--- src/gfx_defines.svh ---
`ifndef GFX_DEFINES_SVH
`define GFX_DEFINES_SVH

// frame geometry
`define GFX_FB_W 16
`define GFX_FB_H 8

// coordinate widths
`define GFX_X_BITS 4
`define GFX_Y_BITS 3

// 4 bits frame, 4 bits y, 4 bits x
`define GFX_PIXEL_BITS 12

// per-bank word address
`define GFX_ADDR_BITS 8

// bus data width
`define GFX_DATA_BITS 16

// frame counter width
`define GFX_FRAME_BITS 4

`endif

--- src/gfx_pkg.sv ---
`include "gfx_defines.svh"

package gfx_pkg;

  typedef struct packed {
    logic [`GFX_ADDR_BITS-1:0]   awaddr;
    logic                        awvalid;
    logic [`GFX_DATA_BITS-1:0]   wdata;
    logic [`GFX_DATA_BITS/8-1:0] wstrb;
    logic                        wvalid;
    logic                        bready;
  } axil_wr_req_t;

  typedef struct packed {
    logic       awready;
    logic       wready;
    logic       bvalid;
    logic [1:0] bresp;
  } axil_wr_rsp_t;

  typedef struct packed {
    logic [`GFX_ADDR_BITS-1:0] araddr;
    logic                      arvalid;
    logic                      rready;
  } axil_rd_req_t;

  typedef struct packed {
    logic                      arready;
    logic [`GFX_DATA_BITS-1:0] rdata;
    logic                      rvalid;
    logic [1:0]                rresp;
  } axil_rd_rsp_t;

  // one drawn pixel, generator to writer
  typedef struct packed {
    logic [`GFX_X_BITS-1:0]     x;
    logic [`GFX_Y_BITS-1:0]     y;
    logic [`GFX_PIXEL_BITS-1:0] color;
    logic                       last;
  } draw_t;

  // one displayed pixel
  typedef struct packed {
    logic [`GFX_X_BITS-1:0]     x;
    logic [`GFX_Y_BITS-1:0]     y;
    logic [`GFX_PIXEL_BITS-1:0] color;
    logic                       last;
  } pixel_t;

endpackage

--- src/fb_writer.sv ---
`include "gfx_defines.svh"

module fb_writer (
  input  logic                  clk,
  input  logic                  reset,
  input  gfx_pkg::draw_t        draw,
  input  logic                  draw_valid,
  output logic                  draw_ready,
  output gfx_pkg::axil_wr_req_t wr_req,
  input  gfx_pkg::axil_wr_rsp_t wr_rsp,
  output logic                  draw_done
);
  localparam int unsigned ADDR_W      = `GFX_ADDR_BITS;
  localparam int unsigned DATA_W      = `GFX_DATA_BITS;
  localparam int unsigned FRAME_WORDS = `GFX_FB_W * `GFX_FB_H;

  logic [ADDR_W-1:0] frame_addr;
  logic [ADDR_W-1:0] awaddr_q;
  logic [DATA_W-1:0] wdata_q;
  logic              awvalid_q;
  logic              busy;
  logic              last_q;
  logic              aw_done;
  logic              b_done;

  assign frame_addr = ADDR_W'(draw.y) * ADDR_W'(`GFX_FB_W) + ADDR_W'(draw.x);

  assign aw_done    = awvalid_q && wr_rsp.awready && wr_rsp.wready;
  assign b_done     = wr_rsp.bvalid && wr_req.bready;
  assign draw_ready = !busy;
  assign draw_done  = b_done && last_q;

  always_comb begin
    wr_req.awaddr  = awaddr_q;
    wr_req.awvalid = awvalid_q;
    wr_req.wdata   = wdata_q;
    wr_req.wstrb   = '1;
    wr_req.wvalid  = awvalid_q;
    // response accepted once address and data are gone
    wr_req.bready  = busy && !awvalid_q;
  end

  always_ff @(posedge clk) begin
    if (reset) begin
      awvalid_q <= 1'b0;
      busy      <= 1'b0;
      last_q    <= 1'b0;
    end else if (draw_valid && draw_ready) begin
      awvalid_q <= 1'b1;
      busy      <= 1'b1;
      last_q    <= draw.last;
    end else begin
      if (aw_done) begin
        awvalid_q <= 1'b0;
      end
      if (b_done) begin
        busy <= 1'b0;
      end
    end
  end

  always_ff @(posedge clk) begin
    if (draw_valid && draw_ready) begin
      awaddr_q <= frame_addr;
      wdata_q  <= DATA_W'(draw.color);
    end
  end

  a_addr_in_frame: assert property (@(posedge clk) disable iff (reset)
    wr_req.awvalid |-> (wr_req.awaddr < FRAME_WORDS));

endmodule

--- config.mk ---
export PLATFORM = sky130hd
export DESIGN_NAME = fb_writer
export DESIGN_NICKNAME = d
export VERILOG_FILES = /design/src/gfx_pkg.sv /design/src/fb_writer.sv
export VERILOG_INCLUDE_DIRS = /design/src /design/src/src
export SDC_FILE = /design/constraint.sdc
export NUM_CORES = 1
export LEC_CHECK = 0
export ABC_AREA = 1
export BUFFER_PORTS_ARGS = -buffer_cell sky130_fd_sc_hd__buf_2
export CORE_ASPECT_RATIO = 1.2
export CORE_UTILIZATION = 30
export DETAILED_ROUTE_END_ITERATION = 6
export PLACE_DENSITY_LB_ADDON = 0.08
export SETUP_SLACK_MARGIN = 0.1
export SYNTH_ARGS = -nofsm -noshare
export SYNTH_HDL_FRONTEND = slang
export SYNTH_SLANG_ARGS = --single-unit
--- constraint.sdc ---
create_clock -name clk -period 1.5 [get_ports clk]
set_input_delay 0.3 -clock clk [delete_from_list [all_inputs] [get_ports clk]]
set_output_delay 0.3 -clock clk [all_outputs]
set_load 0.1 [all_outputs]
Yosys cells after proc, flatten, opt, wreduce, memory -nomap -nowiden --
Index checks and enable logic that the tools add are counted.
Storage, ports and cells: register bits 23, input port bits 28
Cells by class: $add $sub $neg 1, multiplexer cells 4, reduce and logical (&&, ||, !) cells 10
Operator list (number):
- adder 7 x 4 -> 8 bit | 1
- logical AND 1 bit | 6
- two-way mux 1 bit | 4
- nonzero test 2 bit | 2
- zero test 1 bit | 2

Longest topological paths before layout --
depth in word-level cells 5, depth in mapped cells 4

Worst setup path before layout --
Ideal clock, no wire load.
path kind register to output, from register busy, to output port draw_done, arrival 1668 ps, data required time 1200 ps, slack -468 ps, cell stages (with the launch flop) 3, cell sequence dfxtp_1 nand2_1 nor3b_2
Between the ends: cells in the longest elaborated chain, start to end 3
RTL lines:
- start: declaration | line fb_writer.sv:21 | logic busy;
- start signal: assignment | line fb_writer.sv:46 | busy <= 1'b0;
- start signal: assignment | line fb_writer.sv:50 | busy <= 1'b1;
- start signal: assignment | line fb_writer.sv:57 | busy <= 1'b0;
- logical AND 1 bit | line fb_writer.sv:40 | wr_req.bready = busy && !awvalid_q;
- logical AND 1 bit | line fb_writer.sv:29 | assign b_done = wr_rsp.bvalid && wr_req.bready;
- logical AND 1 bit | line fb_writer.sv:31 | assign draw_done = b_done && last_q;
- end: declaration | line fb_writer.sv:11 | output logic draw_done
No other way between the ends.

Worst setup path after layout --
Ends and elaborated chain as after synthesis.

==> results summary <==
TritonCTS created 3 clock buffers. The total routing usage reported by global routing is 0.0937. Of all nets on the critical path, the largest fanout is 4. The number of H-tree branching levels came out at 1. The share of the synthesized area in the top cell type came out at 0.716. The top cell types in the final layout, fill and taps aside, are buf_2, edfxtp_1, clkbuf_4. Synthesis inferred 22 register bits. The initialized floorplan defines 20 standard-cell rows. After detailed placement, the design holds a cell count of 133. The most frequent standard cell in the layout excluding fill and tap cells is buf_2.

The number of cells in the finished layout apart from fillers is 137. CTS placed an instance of clkbuf_4 at the clock tree root. The post-detailed-routing wire length is 1260 um. The initial antenna violation count came out at 0. The netlist area before placement came out at 797 um^2. The required time reported for the critical path endpoint came out at 1.20 ns. Relative to the synthesized area, the layout overhead comes to 43.3%. TritonCTS built the clock tree. The total of fill cells in the finished design came out at 261. The number of setup violations in the final report came out at 0. The first-pass iteration count of the detailed router came out at 4. The slack of the worst reg-to-reg path is 0.54 ns.

The antenna cell count is 0. Dividing total power by cell area gives a power density of 1290 nW/um^2. The die covers 2870 um^2. For this run, the register share of the synthesized area comes to 0.791. The final layout contains 133 nets.

The number of cells on the worst reg-to-reg path is 2. The flow ran to the end, and the final reports show no timing, DRC or antenna violations. The initial DRC count is 6. In the routed design, unresolved DRC markers number 0. The number of global-route vias before repair is 451.

Setup repair after global routing could not meet its margin everywhere. OpenSTA, run right after detailed placement, puts the worst setup slack at 0.330 ns. The number of pins exceeding their max-slew limit in the final report is 0. Detailed placement ended at an HPWL of 1010 um. A synthesized cell averages 15.0 um^2.

The number of sinks driven by the clock tree came out at 22. No sink is reached through more buffers than the 2 on the longest clock path. The maximum VDD drop came out at 0.502 mV. The detailed router placed 519 vias in this run.

Max-cap violations in this run came to 0. The routability congestion estimate came out at 0.635. The path class of the lowest-slack min-delay path is input port to register. The setup total negative slack came out at 0 ns. The ratio of cells with drive above 1 in the final layout came out at 0.587.

The clock slew seen by the registers of the worst setup and hold paths came out at 0.10 ns. Summed over all instances, the cell type with the most area after synthesis is edfxtp_1. The synthesized netlist cell count came out at 53. The worst register-to-register path ends at awaddr_q[2]. The placeable core region came out at 2530 um^2. The worst setup path is launched from a register. In this run the critical register-to-register path is launched from busy. The boundary pin count is 59. The total overflow left after global routing is 0. The die height is 58.5 um.

The setup slack after layout came out at 0.0272 ns. The routed length per instance is 9.17 um. The worst hold path terminates at awvalid_q. The horizontal die dimension came out at 49.1 um. The distinct cell type count of the synthesized netlist came out at 13. The data arrival time of the worst path came out at 1.17 ns. The clock latency on the worst-skew pair is 0.29 ns. The critical path class is register to output port. The worst min-delay path startpoint is reset. The reported leakage power came out at 0.531 nW. The initial standard-cell utilization of the core came out at 0.315.

Timing would allow up to 0.679 GHz. The post-detailed-route count of antenna-violating nets is 0. The final cycle utilization of the critical path is 0.982. The first global-routing pass estimated 1900 um of wire. Counting instances, the worst hold path has a depth of 2. The total of warnings raised by yosys came out at 0. The count of input and output buffers came out at 49.

The via density per instance came out at 3.79. The clock arrives with 0.00802 ns of skew. The largest net degree at the start of global routing is 13. The post-layout minimum cycle time is 1.47 ns. The number of hold-slack violations in the final timing report was 0.

Yosys attributes the largest share of cell area to edfxtp_1, buf_4, dfxtp_1. The worst setup path is captured at an output port.
routing by layer:
layer / global-route usage / share of wire / up-vias / routed length [um]
met5: 0 / 0 / - / 0
met4: 0.0756 / 0.013 / 0 / 16
met3: 0.0258 / 0.090 / 2 / 113
met2: 0.155 / 0.50 / 30 / 633
met1: 0.102 / 0.39 / 227 / 492
li1: - / - / 260 / -
synth_stat cells:
library cell and number:
inv_1 6, inv_2 1, edfxtp_1 19, dfxtp_1 3, nor2_2 1, buf_4 9
a21oi_1 2, nor2_1 2, nand2_1 5, conb_1 2, o21ai_0 1, nand3_1 1
nor3b_2 1
layout make-up:
class,count,area (um^2),area share
clock buffer,4,26.3,0.0230
inverter,7,26.3,0.0230
timing repair buffer,51,315,0.276
multi-input combinational,20,100,0.0876
sequential,22,633,0.554
tap,33,41.3,0.0361
repair_timing:
item | CTS | global route
hold buffers | 0 | 0
gates resized for setup | 3 | 7
buffers inserted | 0 | 0
endpoints found under the setup margin | 4 | 9
pin swaps | 1 | 0
worst max-delay path by stage:
| stage | from | endpoint | slack (ns) |
|---|---|---|---|
| final | busy | draw_done | 0.03 |
| after global routing | awvalid_q | draw_done | -0.06 |
| after CTS | busy | draw_done | -0.002 |
| after detailed placement | busy | draw_done | 0.33 |
| after global placement | busy | draw_done | 0.32 |
| after floorplan | busy | draw_done | -0.07 |
metrics by stage:
stage	area, um^2	power, mW	util	hold slack [ns]
global placement	1090	1.22	0.432	0.467
global route	1140	1.54	0.452	0.140
finish	1140	1.47	0.452	0.160
floorplan	827	1.16	-	0.362
CTS	1120	1.49	0.445	0.140
detailed placement	1090	1.22	0.432	0.465
registers in the layout (all words and copies together) (netlist names):
signal / count
wdata_q: 12
awaddr_q: 7
awvalid_q: 1
busy: 1
last_q: 1
power by group:
group	total, mW	switching, mW	internal, mW
logic	0.495	0.414	0.0808
registers	0.722	0.0127	0.709
clock network	0.255	0.151	0.103
total	1.47	0.578	0.893
cell families after synthesis:
group	synth area share
compound gates	0.0188
simple gates	0.0628
buf+inv	0.118
flops	0.791
other cells	0.00942
critical path, cell delays in order, from the launching register on:
cell,delay [ns]
dfxtp_2,0.38
nand2_2,0.08
nor3b_4,0.22
buf_12,0.20
Note: power is estimated with default switching activity, not from simulation.
