===== src/gfx_defines.svh =====
`ifndef GFX_DEFINES_SVH
`define GFX_DEFINES_SVH

// frame geometry
`define GFX_FB_W 16
`define GFX_FB_H 8

// coordinate widths
`define GFX_X_BITS 4
`define GFX_Y_BITS 3

// 4 bits frame, 4 bits y, 4 bits x
`define GFX_PIXEL_BITS 12

// per-bank word address
`define GFX_ADDR_BITS 8

// bus data width
`define GFX_DATA_BITS 16

// frame counter width
`define GFX_FRAME_BITS 4

`endif


===== src/gfx_pkg.sv =====
`include "gfx_defines.svh"

package gfx_pkg;

  typedef struct packed {
    logic [`GFX_ADDR_BITS-1:0]   awaddr;
    logic                        awvalid;
    logic [`GFX_DATA_BITS-1:0]   wdata;
    logic [`GFX_DATA_BITS/8-1:0] wstrb;
    logic                        wvalid;
    logic                        bready;
  } axil_wr_req_t;

  typedef struct packed {
    logic       awready;
    logic       wready;
    logic       bvalid;
    logic [1:0] bresp;
  } axil_wr_rsp_t;

  typedef struct packed {
    logic [`GFX_ADDR_BITS-1:0] araddr;
    logic                      arvalid;
    logic                      rready;
  } axil_rd_req_t;

  typedef struct packed {
    logic                      arready;
    logic [`GFX_DATA_BITS-1:0] rdata;
    logic                      rvalid;
    logic [1:0]                rresp;
  } axil_rd_rsp_t;

  // one drawn pixel, generator to writer
  typedef struct packed {
    logic [`GFX_X_BITS-1:0]     x;
    logic [`GFX_Y_BITS-1:0]     y;
    logic [`GFX_PIXEL_BITS-1:0] color;
    logic                       last;
  } draw_t;

  // one displayed pixel
  typedef struct packed {
    logic [`GFX_X_BITS-1:0]     x;
    logic [`GFX_Y_BITS-1:0]     y;
    logic [`GFX_PIXEL_BITS-1:0] color;
    logic                       last;
  } pixel_t;

endpackage


===== src/pixel_stream.sv =====
`include "gfx_defines.svh"

module pixel_stream (
  input  logic                  clk,
  input  logic                  reset,
  input  logic                  frame_swap,
  output gfx_pkg::axil_rd_req_t rd_req,
  input  gfx_pkg::axil_rd_rsp_t rd_rsp,
  output gfx_pkg::pixel_t       pix,
  output logic                  pix_valid,
  input  logic                  pix_ready,
  output logic                  scan_done
);
  localparam int unsigned X_W    = `GFX_X_BITS;
  localparam int unsigned Y_W    = `GFX_Y_BITS;
  localparam int unsigned ADDR_W = `GFX_ADDR_BITS;
  localparam int unsigned PIX_W  = `GFX_PIXEL_BITS;

  logic [X_W-1:0]  sx;
  logic [Y_W-1:0]  sy;
  logic            arvalid_q;
  gfx_pkg::pixel_t pix_q;
  logic            pix_valid_q;
  logic            at_last;
  logic            rd_accept;
  logic            capture;
  logic            pix_accept;

  assign at_last    = (sx == X_W'(`GFX_FB_W - 1)) && (sy == Y_W'(`GFX_FB_H - 1));
  assign rd_accept  = arvalid_q && rd_rsp.arready;
  assign capture    = rd_rsp.rvalid && rd_req.rready;
  assign pix_accept = pix_valid_q && pix_ready;

  always_comb begin
    rd_req.araddr  = ADDR_W'(sy) * ADDR_W'(`GFX_FB_W) + ADDR_W'(sx);
    rd_req.arvalid = arvalid_q;
    // take read data only into an empty output register
    rd_req.rready  = !pix_valid_q;
  end

  assign pix       = pix_q;
  assign pix_valid = pix_valid_q;
  assign scan_done = pix_accept && pix_q.last;

  always_ff @(posedge clk) begin
    if (reset) begin
      sx          <= '0;
      sy          <= '0;
      arvalid_q   <= 1'b0;
      pix_valid_q <= 1'b0;
    end else if (frame_swap) begin
      sx        <= '0;
      sy        <= '0;
      arvalid_q <= 1'b1;
    end else begin
      if (rd_accept) begin
        arvalid_q <= 1'b0;
      end
      if (capture) begin
        pix_valid_q <= 1'b1;
        if (at_last) begin
          sx <= '0;
          sy <= '0;
        end else if (sx == X_W'(`GFX_FB_W - 1)) begin
          sx <= '0;
          sy <= sy + 1'b1;
        end else begin
          sx <= sx + 1'b1;
        end
      end
      if (pix_accept) begin
        pix_valid_q <= 1'b0;
        // last pixel waits for the next swap
        if (!pix_q.last) begin
          arvalid_q <= 1'b1;
        end
      end
    end
  end

  always_ff @(posedge clk) begin
    if (capture) begin
      pix_q.x     <= sx;
      pix_q.y     <= sy;
      pix_q.color <= rd_rsp.rdata[PIX_W-1:0];
      pix_q.last  <= at_last;
    end
  end

  a_pix_hold: assert property (@(posedge clk) disable iff (reset)
    pix_valid && !pix_ready |=> pix_valid && $stable(pix));

endmodule


===== config.mk =====
export PLATFORM = sky130hd
export DESIGN_NAME = pixel_stream
export DESIGN_NICKNAME = d
export VERILOG_FILES = /design/src/gfx_pkg.sv /design/src/pixel_stream.sv
export VERILOG_INCLUDE_DIRS = /design/src /design/src/src
export SDC_FILE = /design/constraint.sdc
export NUM_CORES = 1
export LEC_CHECK = 0
export ABC_CLOCK_PERIOD_IN_PS = 1450
export CORE_ASPECT_RATIO = 0.9
export CORE_MARGIN = 2
export CORE_UTILIZATION = 45
export CTS_CLUSTER_SIZE = 24
export DETAILED_ROUTE_END_ITERATION = 16
export DONT_BUFFER_PORTS = 1
export PLACE_DENSITY = 0.71
export SLEW_MARGIN = 5
export SYNTH_ARGS = -nofsm -noshare
export SYNTH_HDL_FRONTEND = slang
export SYNTH_SLANG_ARGS = --single-unit
export TNS_END_PERCENT = 1

===== constraint.sdc =====
create_clock -name clk -period 1.45 [get_ports clk]
set_input_delay 0.29 -clock clk [delete_from_list [all_inputs] [get_ports clk]]
set_output_delay 0.29 -clock clk [all_outputs]
set_load 0.03 [all_outputs]

Yosys cells after proc, flatten, opt, wreduce, memory -nomap -nowiden
Cells that the tools add are included.
- word-level logic and storage cells: 35
- output and inout port bits: 32
- flip-flop bits (word level): 29
- input port bits: 24
- bitwise logic cells: 1
- reduce and logical (&&, ||, !) cells: 11
- multiplexer cells: 10
- equality and inequality tests: 2
- add/subtract/negate cells: 3
- operator list (operator ; number):
    adder 7 x 4 -> 8 bit ; 1
    2-to-1 mux 4 bit ; 2
    2-to-1 mux 1 bit ; 6
    2-to-1 mux 3 bit ; 2
    logical AND 1 bit ; 5
    adder 4 x 1 -> 4 bit, second input constant ; 1
    == test 4 bit, second input constant ; 1
    AND reduction 2 bit ; 2
    nonzero test 2 bit ; 2
    adder 3 x 1 -> 3 bit, second input constant ; 1
    == test 3 bit, second input constant ; 1
    OR reduction 2 bit ; 1
    logical NOT 1 bit ; 1
    inverter 1 bit ; 1

Logic depth before layout (Yosys ltp)
- depth in word-level cells: 5
- gate-level depth with buffers: 4
- gate-level depth less buffers: 4

Worst setup path after synthesis
Ideal clock, no wire load.
- kind: register to register
- start: register pix_valid_q, in the netlist pix_valid
- end: register sx[0]
- path buffers: 0
- path slack: -81 ps
- data required time: 1364 ps
- setup time: 86 ps
- stages on the path, launching flop included: 5
- clock period less this slack: 1531 ps
- data arrival time: 1445 ps
- cell sequence: dfxtp_1 > nand2b_4 > inv_1 > xnor2_1 > a211oi_1
- cells in the longest elaborated chain, start to end: 2
- RTL lines (item ; RTL line ; source):
    from (decl) ; pixel_stream.sv:23 ; logic pix_valid_q;
    from (signal assigned) ; pixel_stream.sv:50 ; pix_valid_q <= 1'b0;
    from (signal assigned) ; pixel_stream.sv:60 ; pix_valid_q <= 1'b1;
    from (signal assigned) ; pixel_stream.sv:72 ; pix_valid_q <= 1'b0;
    logical NOT 1 bit ; pixel_stream.sv:38 ; rd_req.rready = !pix_valid_q;
    logical AND 1 bit ; pixel_stream.sv:31 ; assign capture = rd_rsp.rvalid && rd_req.rready;
    named net capture ; pixel_stream.sv:26 ; logic capture;
    to (signal assigned) ; pixel_stream.sv:68 ; sx <= sx + 1'b1;
    to (decl) ; pixel_stream.sv:19 ; logic [X_W-1:0] sx;
The timed path passes the listed nets, and every way through them passes these cells.
A chain may end at the register's enable or synchronous reset.

Worst setup path after layout
- start: register sy[0]
- end: register sy[0]
- cells in the longest elaborated chain, start to end: 4
- elaborated cells on any way between the ends: 7
- those cells by class: add/sub (1); eq/ne (1); mux (2); reduce/logical (3)
- RTL lines (item ; RTL line ; source):
    from (decl) ; pixel_stream.sv:20 ; logic [Y_W-1:0] sy;
    from (signal assigned) ; pixel_stream.sv:66 ; sy <= sy + 1'b1;
    branches (longest 4 deep; another with adder 3 x 1 -> 3 bit) ; -- ;
Parallel ways; which one is timed is not known. The select of a mux whose other input is x is not followed.

==> summary.txt <==
Synthesis
  • Post-synth top cells: edfxtp_1, dfxtp_1, a21oi_1, nand2_1, o21ai_0
  • Mapped cell area: 1070 sq um
  • Primary FF master, synth: edfxtp_1
  • Warnings, synthesis: 0
  • Cells after Synth: 75
  • Synth area leader: edfxtp_1
  • Synth top area share: 56.1%
  • Ranking of synthesized cells by area: edfxtp_1, dfxtp_1, a21oi_1, ha_1, o21ai_0
  • Most frequent cell after synthesis: edfxtp_1
  • Mean Syn Cell Area: 14.3 sq um
  • Yosys cell types: 26
  • Number of flops mapped to enable cells by yosys: 20
  • Sequential element share of the synthesized area: 73.0%
  • Syn_nets: 102
  • Synth async-reset ratio: 0%
  • FF+latch count, synth: 29

Pwr
  • Leak pwr: 0.466 nW
  • Switching power: 0.404 mW
  • Net Sw Frac: 26.2%
  • Tot Pwr: 1.54 mW
  • Clock power share: 28.5%
  • PD cells: 1220 nW/um^2
  • Sequential Power Share: 65.8%
  • IR Drop Worst-Case VDD: 0.000715 V
  • Combinational share of power: 5.8%
  • Internal: 1.14 mW

Hold path
  • Hold path depth: 1
  • Min-delay src: reset
  • Worst hold path type: in2reg

STA
  • Hold Vio Cnt, Final: 0
  • Final setup fails: 0
  • Final Slew Violations: 0
  • F_max: 717 MHz
  • Final worst path period need: 1.39 ns
  • Final Cycle Share: 96.1%
  • Clk_skew: 0.00696 ns
  • Setup TNS Final: 0 ns

Place
  • HPWL reported at the end of detailed placement: 1.42 mm
  • GPL Wtd Cong: 0.657
  • # port buffers: 0

CTS
  • CTS HTree Levels: 2
  • Number of buffers on the longest clock path: 2
  • # clock sinks: 29
  • Num CTS Buffers: 5
  • Clock root buffer: clkbuf_4
  • Clk slew on worst S/H paths: 0.09 ns
  • CTS hold repair buffers: 0
  • Clk_lat worst skew: 0.32 ns
  • CTS tree: built

Worst setup path
  • CP endpoint: sy[0]
  • Crit path required time: 1.71 ns
  • CP startpoint kind: register
  • Critical path fanouts, max: 3
  • Reg2reg setup slack: 0.06 ns
  • Critical path arrival: 1.65 ns
  • Worst setup EP type: register
  • FF-to-FF End: sy[0]
  • Setup crit start: sy[0]
  • Worst Reg-to-Reg Cells: 4
  • Critical R2R Launch: sy[0]
  • Worst setup path category: reg2reg

GRT
  • GRT Total Usage: 15.6%
  • First-pass GRT wire length: 3.20 mm
  • Largest net degree at the start of global routing: 25
  • Vias in the first global route: 653
  • Antenna violations before repair: 0
  • Global route overflow: 0

Die
  • Initial Utilization: 48.1%
  • Core area: 2220 sq um
  • Die Y: 50.3 um
  • Num rows: 16
  • Die footprint: 2780 sq um
  • Die W: 55.4 um
  • I/O pin count: 56

Run
  • Max_cap viols: 0

Finish
  • Layout cells sized above 1: 30.4%
  • Antenna diode count: 0
  • Nets: 118
  • Final core occ: 56.7%
  • Synth-to-Final Area Change: 17.8%

Routing
  • DR vias: 649
  • Vias per inst: 5.45
  • 1st-iter DRT viols: 10
  • Total iterations of the first detailed-routing run: 4
  • Met2 routed WL: 954 um
  • Antenna-violating nets left: 0
  • Met3 wire length: 177 um
  • DR top layer: met4
  • DR DRC count: 0
  • Final wirelength: 1.95 mm
  • Wire per inst: 16.4 um
  • Met1 wire length: 794 um

Run status
  • Status: finished clean
-- final cells by class --
class                      count  area (sq um)
multi-input combinational     40           275
tap                           27          33.8
clock buffer                   5          37.5
clock inverter                 3          12.5
fill                         166           962
sequential                    29           783
inverter                       3          11.3
timing repair buffer          12           106
-- registers in the layout (all words and copies together), names as in the netlist --
register	flops
arvalid_q	1
pix	20
pix_valid	1
sx	4
sy	3
-- cell usage in the layout (no fill, tap or decap), types with 2 or more instances in the layout --
master    instances
ha_2              2
inv_1             3
o21ai_0           4
dfxtp_1           7
nand3b_1          2
nor2_1            2
nand2_1           4
clkinv_1          2
a21oi_1           7
dfxtp_2           2
or2_2             2
nand4b_1          2
clkbuf_4          5
edfxtp_1         20
buf_4            10
-- cells by family after synthesis --
group | synth area share, %
fa+ha+maj | 3.51
other cells | 0.351
compound gates | 6.90
simple gates | 11.8
xor+xnor | 1.64
flops | 73.0
buf+inv | 2.81
-- critical path, stage by stage (launching register included) --
cell and delay, ns:
dfxtp_2 0.33, ha_1 0.19, ha_2 0.19, or4_4 0.51, a21oi_2 0.11
-- worst min-delay path by stage --
stage / endpoint / slack [ns]
final: pix_valid / 0.02
after detailed placement: pix_valid / 0.36
after CTS: pix_valid / 0.01
after global placement: pix_valid / 0.36
after floorplan: pix_valid / 0.35
after global routing: pix_valid / 0.004
-- metal layers --
| metal | track usage (%) | up-vias |
|---|---|---|
| li1 | - | 306 |
| met1 | 16.3 | 301 |
| met2 | 25.6 | 36 |
| met3 | 10.6 | 6 |
| met4 | 4.88 | 0 |
| met5 | 0 | - |
-- stage by stage --
step / cell area, sq um / setup slack, ns / instances / hold slack (ns)
after floorplan: 1070 / -0.0731 / 75 / 0.355
after global placement: 1170 / 0.0710 / 109 / 0.359
after detailed placement: 1170 / 0.0432 / 109 / 0.358
after CTS: 1230 / 0.00672 / 117 / 0.0131
after global routing: 1260 / -0.00360 / 119 / 0.00375
final: 1260 / 0.0563 / 119 / 0.0188
-- power groups by stage --
stage | logic, mW | clock network (mW) | registers [mW]
2_1_floorplan | 0.0547 | 0 | 1.04
3_3_place_gp | 0.0854 | 0 | 1.03
3_5_place_dp | 0.0878 | 0 | 1.03
4_1_cts | 0.0885 | 0.450 | 1.01
5_1_grt | 0.0965 | 0.495 | 1.02
6_report | 0.0891 | 0.438 | 1.01
-- repair_timing --
item	in CTS	in global routing
endpoints found under the setup margin	1	2
buffers inserted	0	2
pin swaps	0	1
gates resized for setup	1	6
No activity file was read; power rests on OpenSTA's default activity.
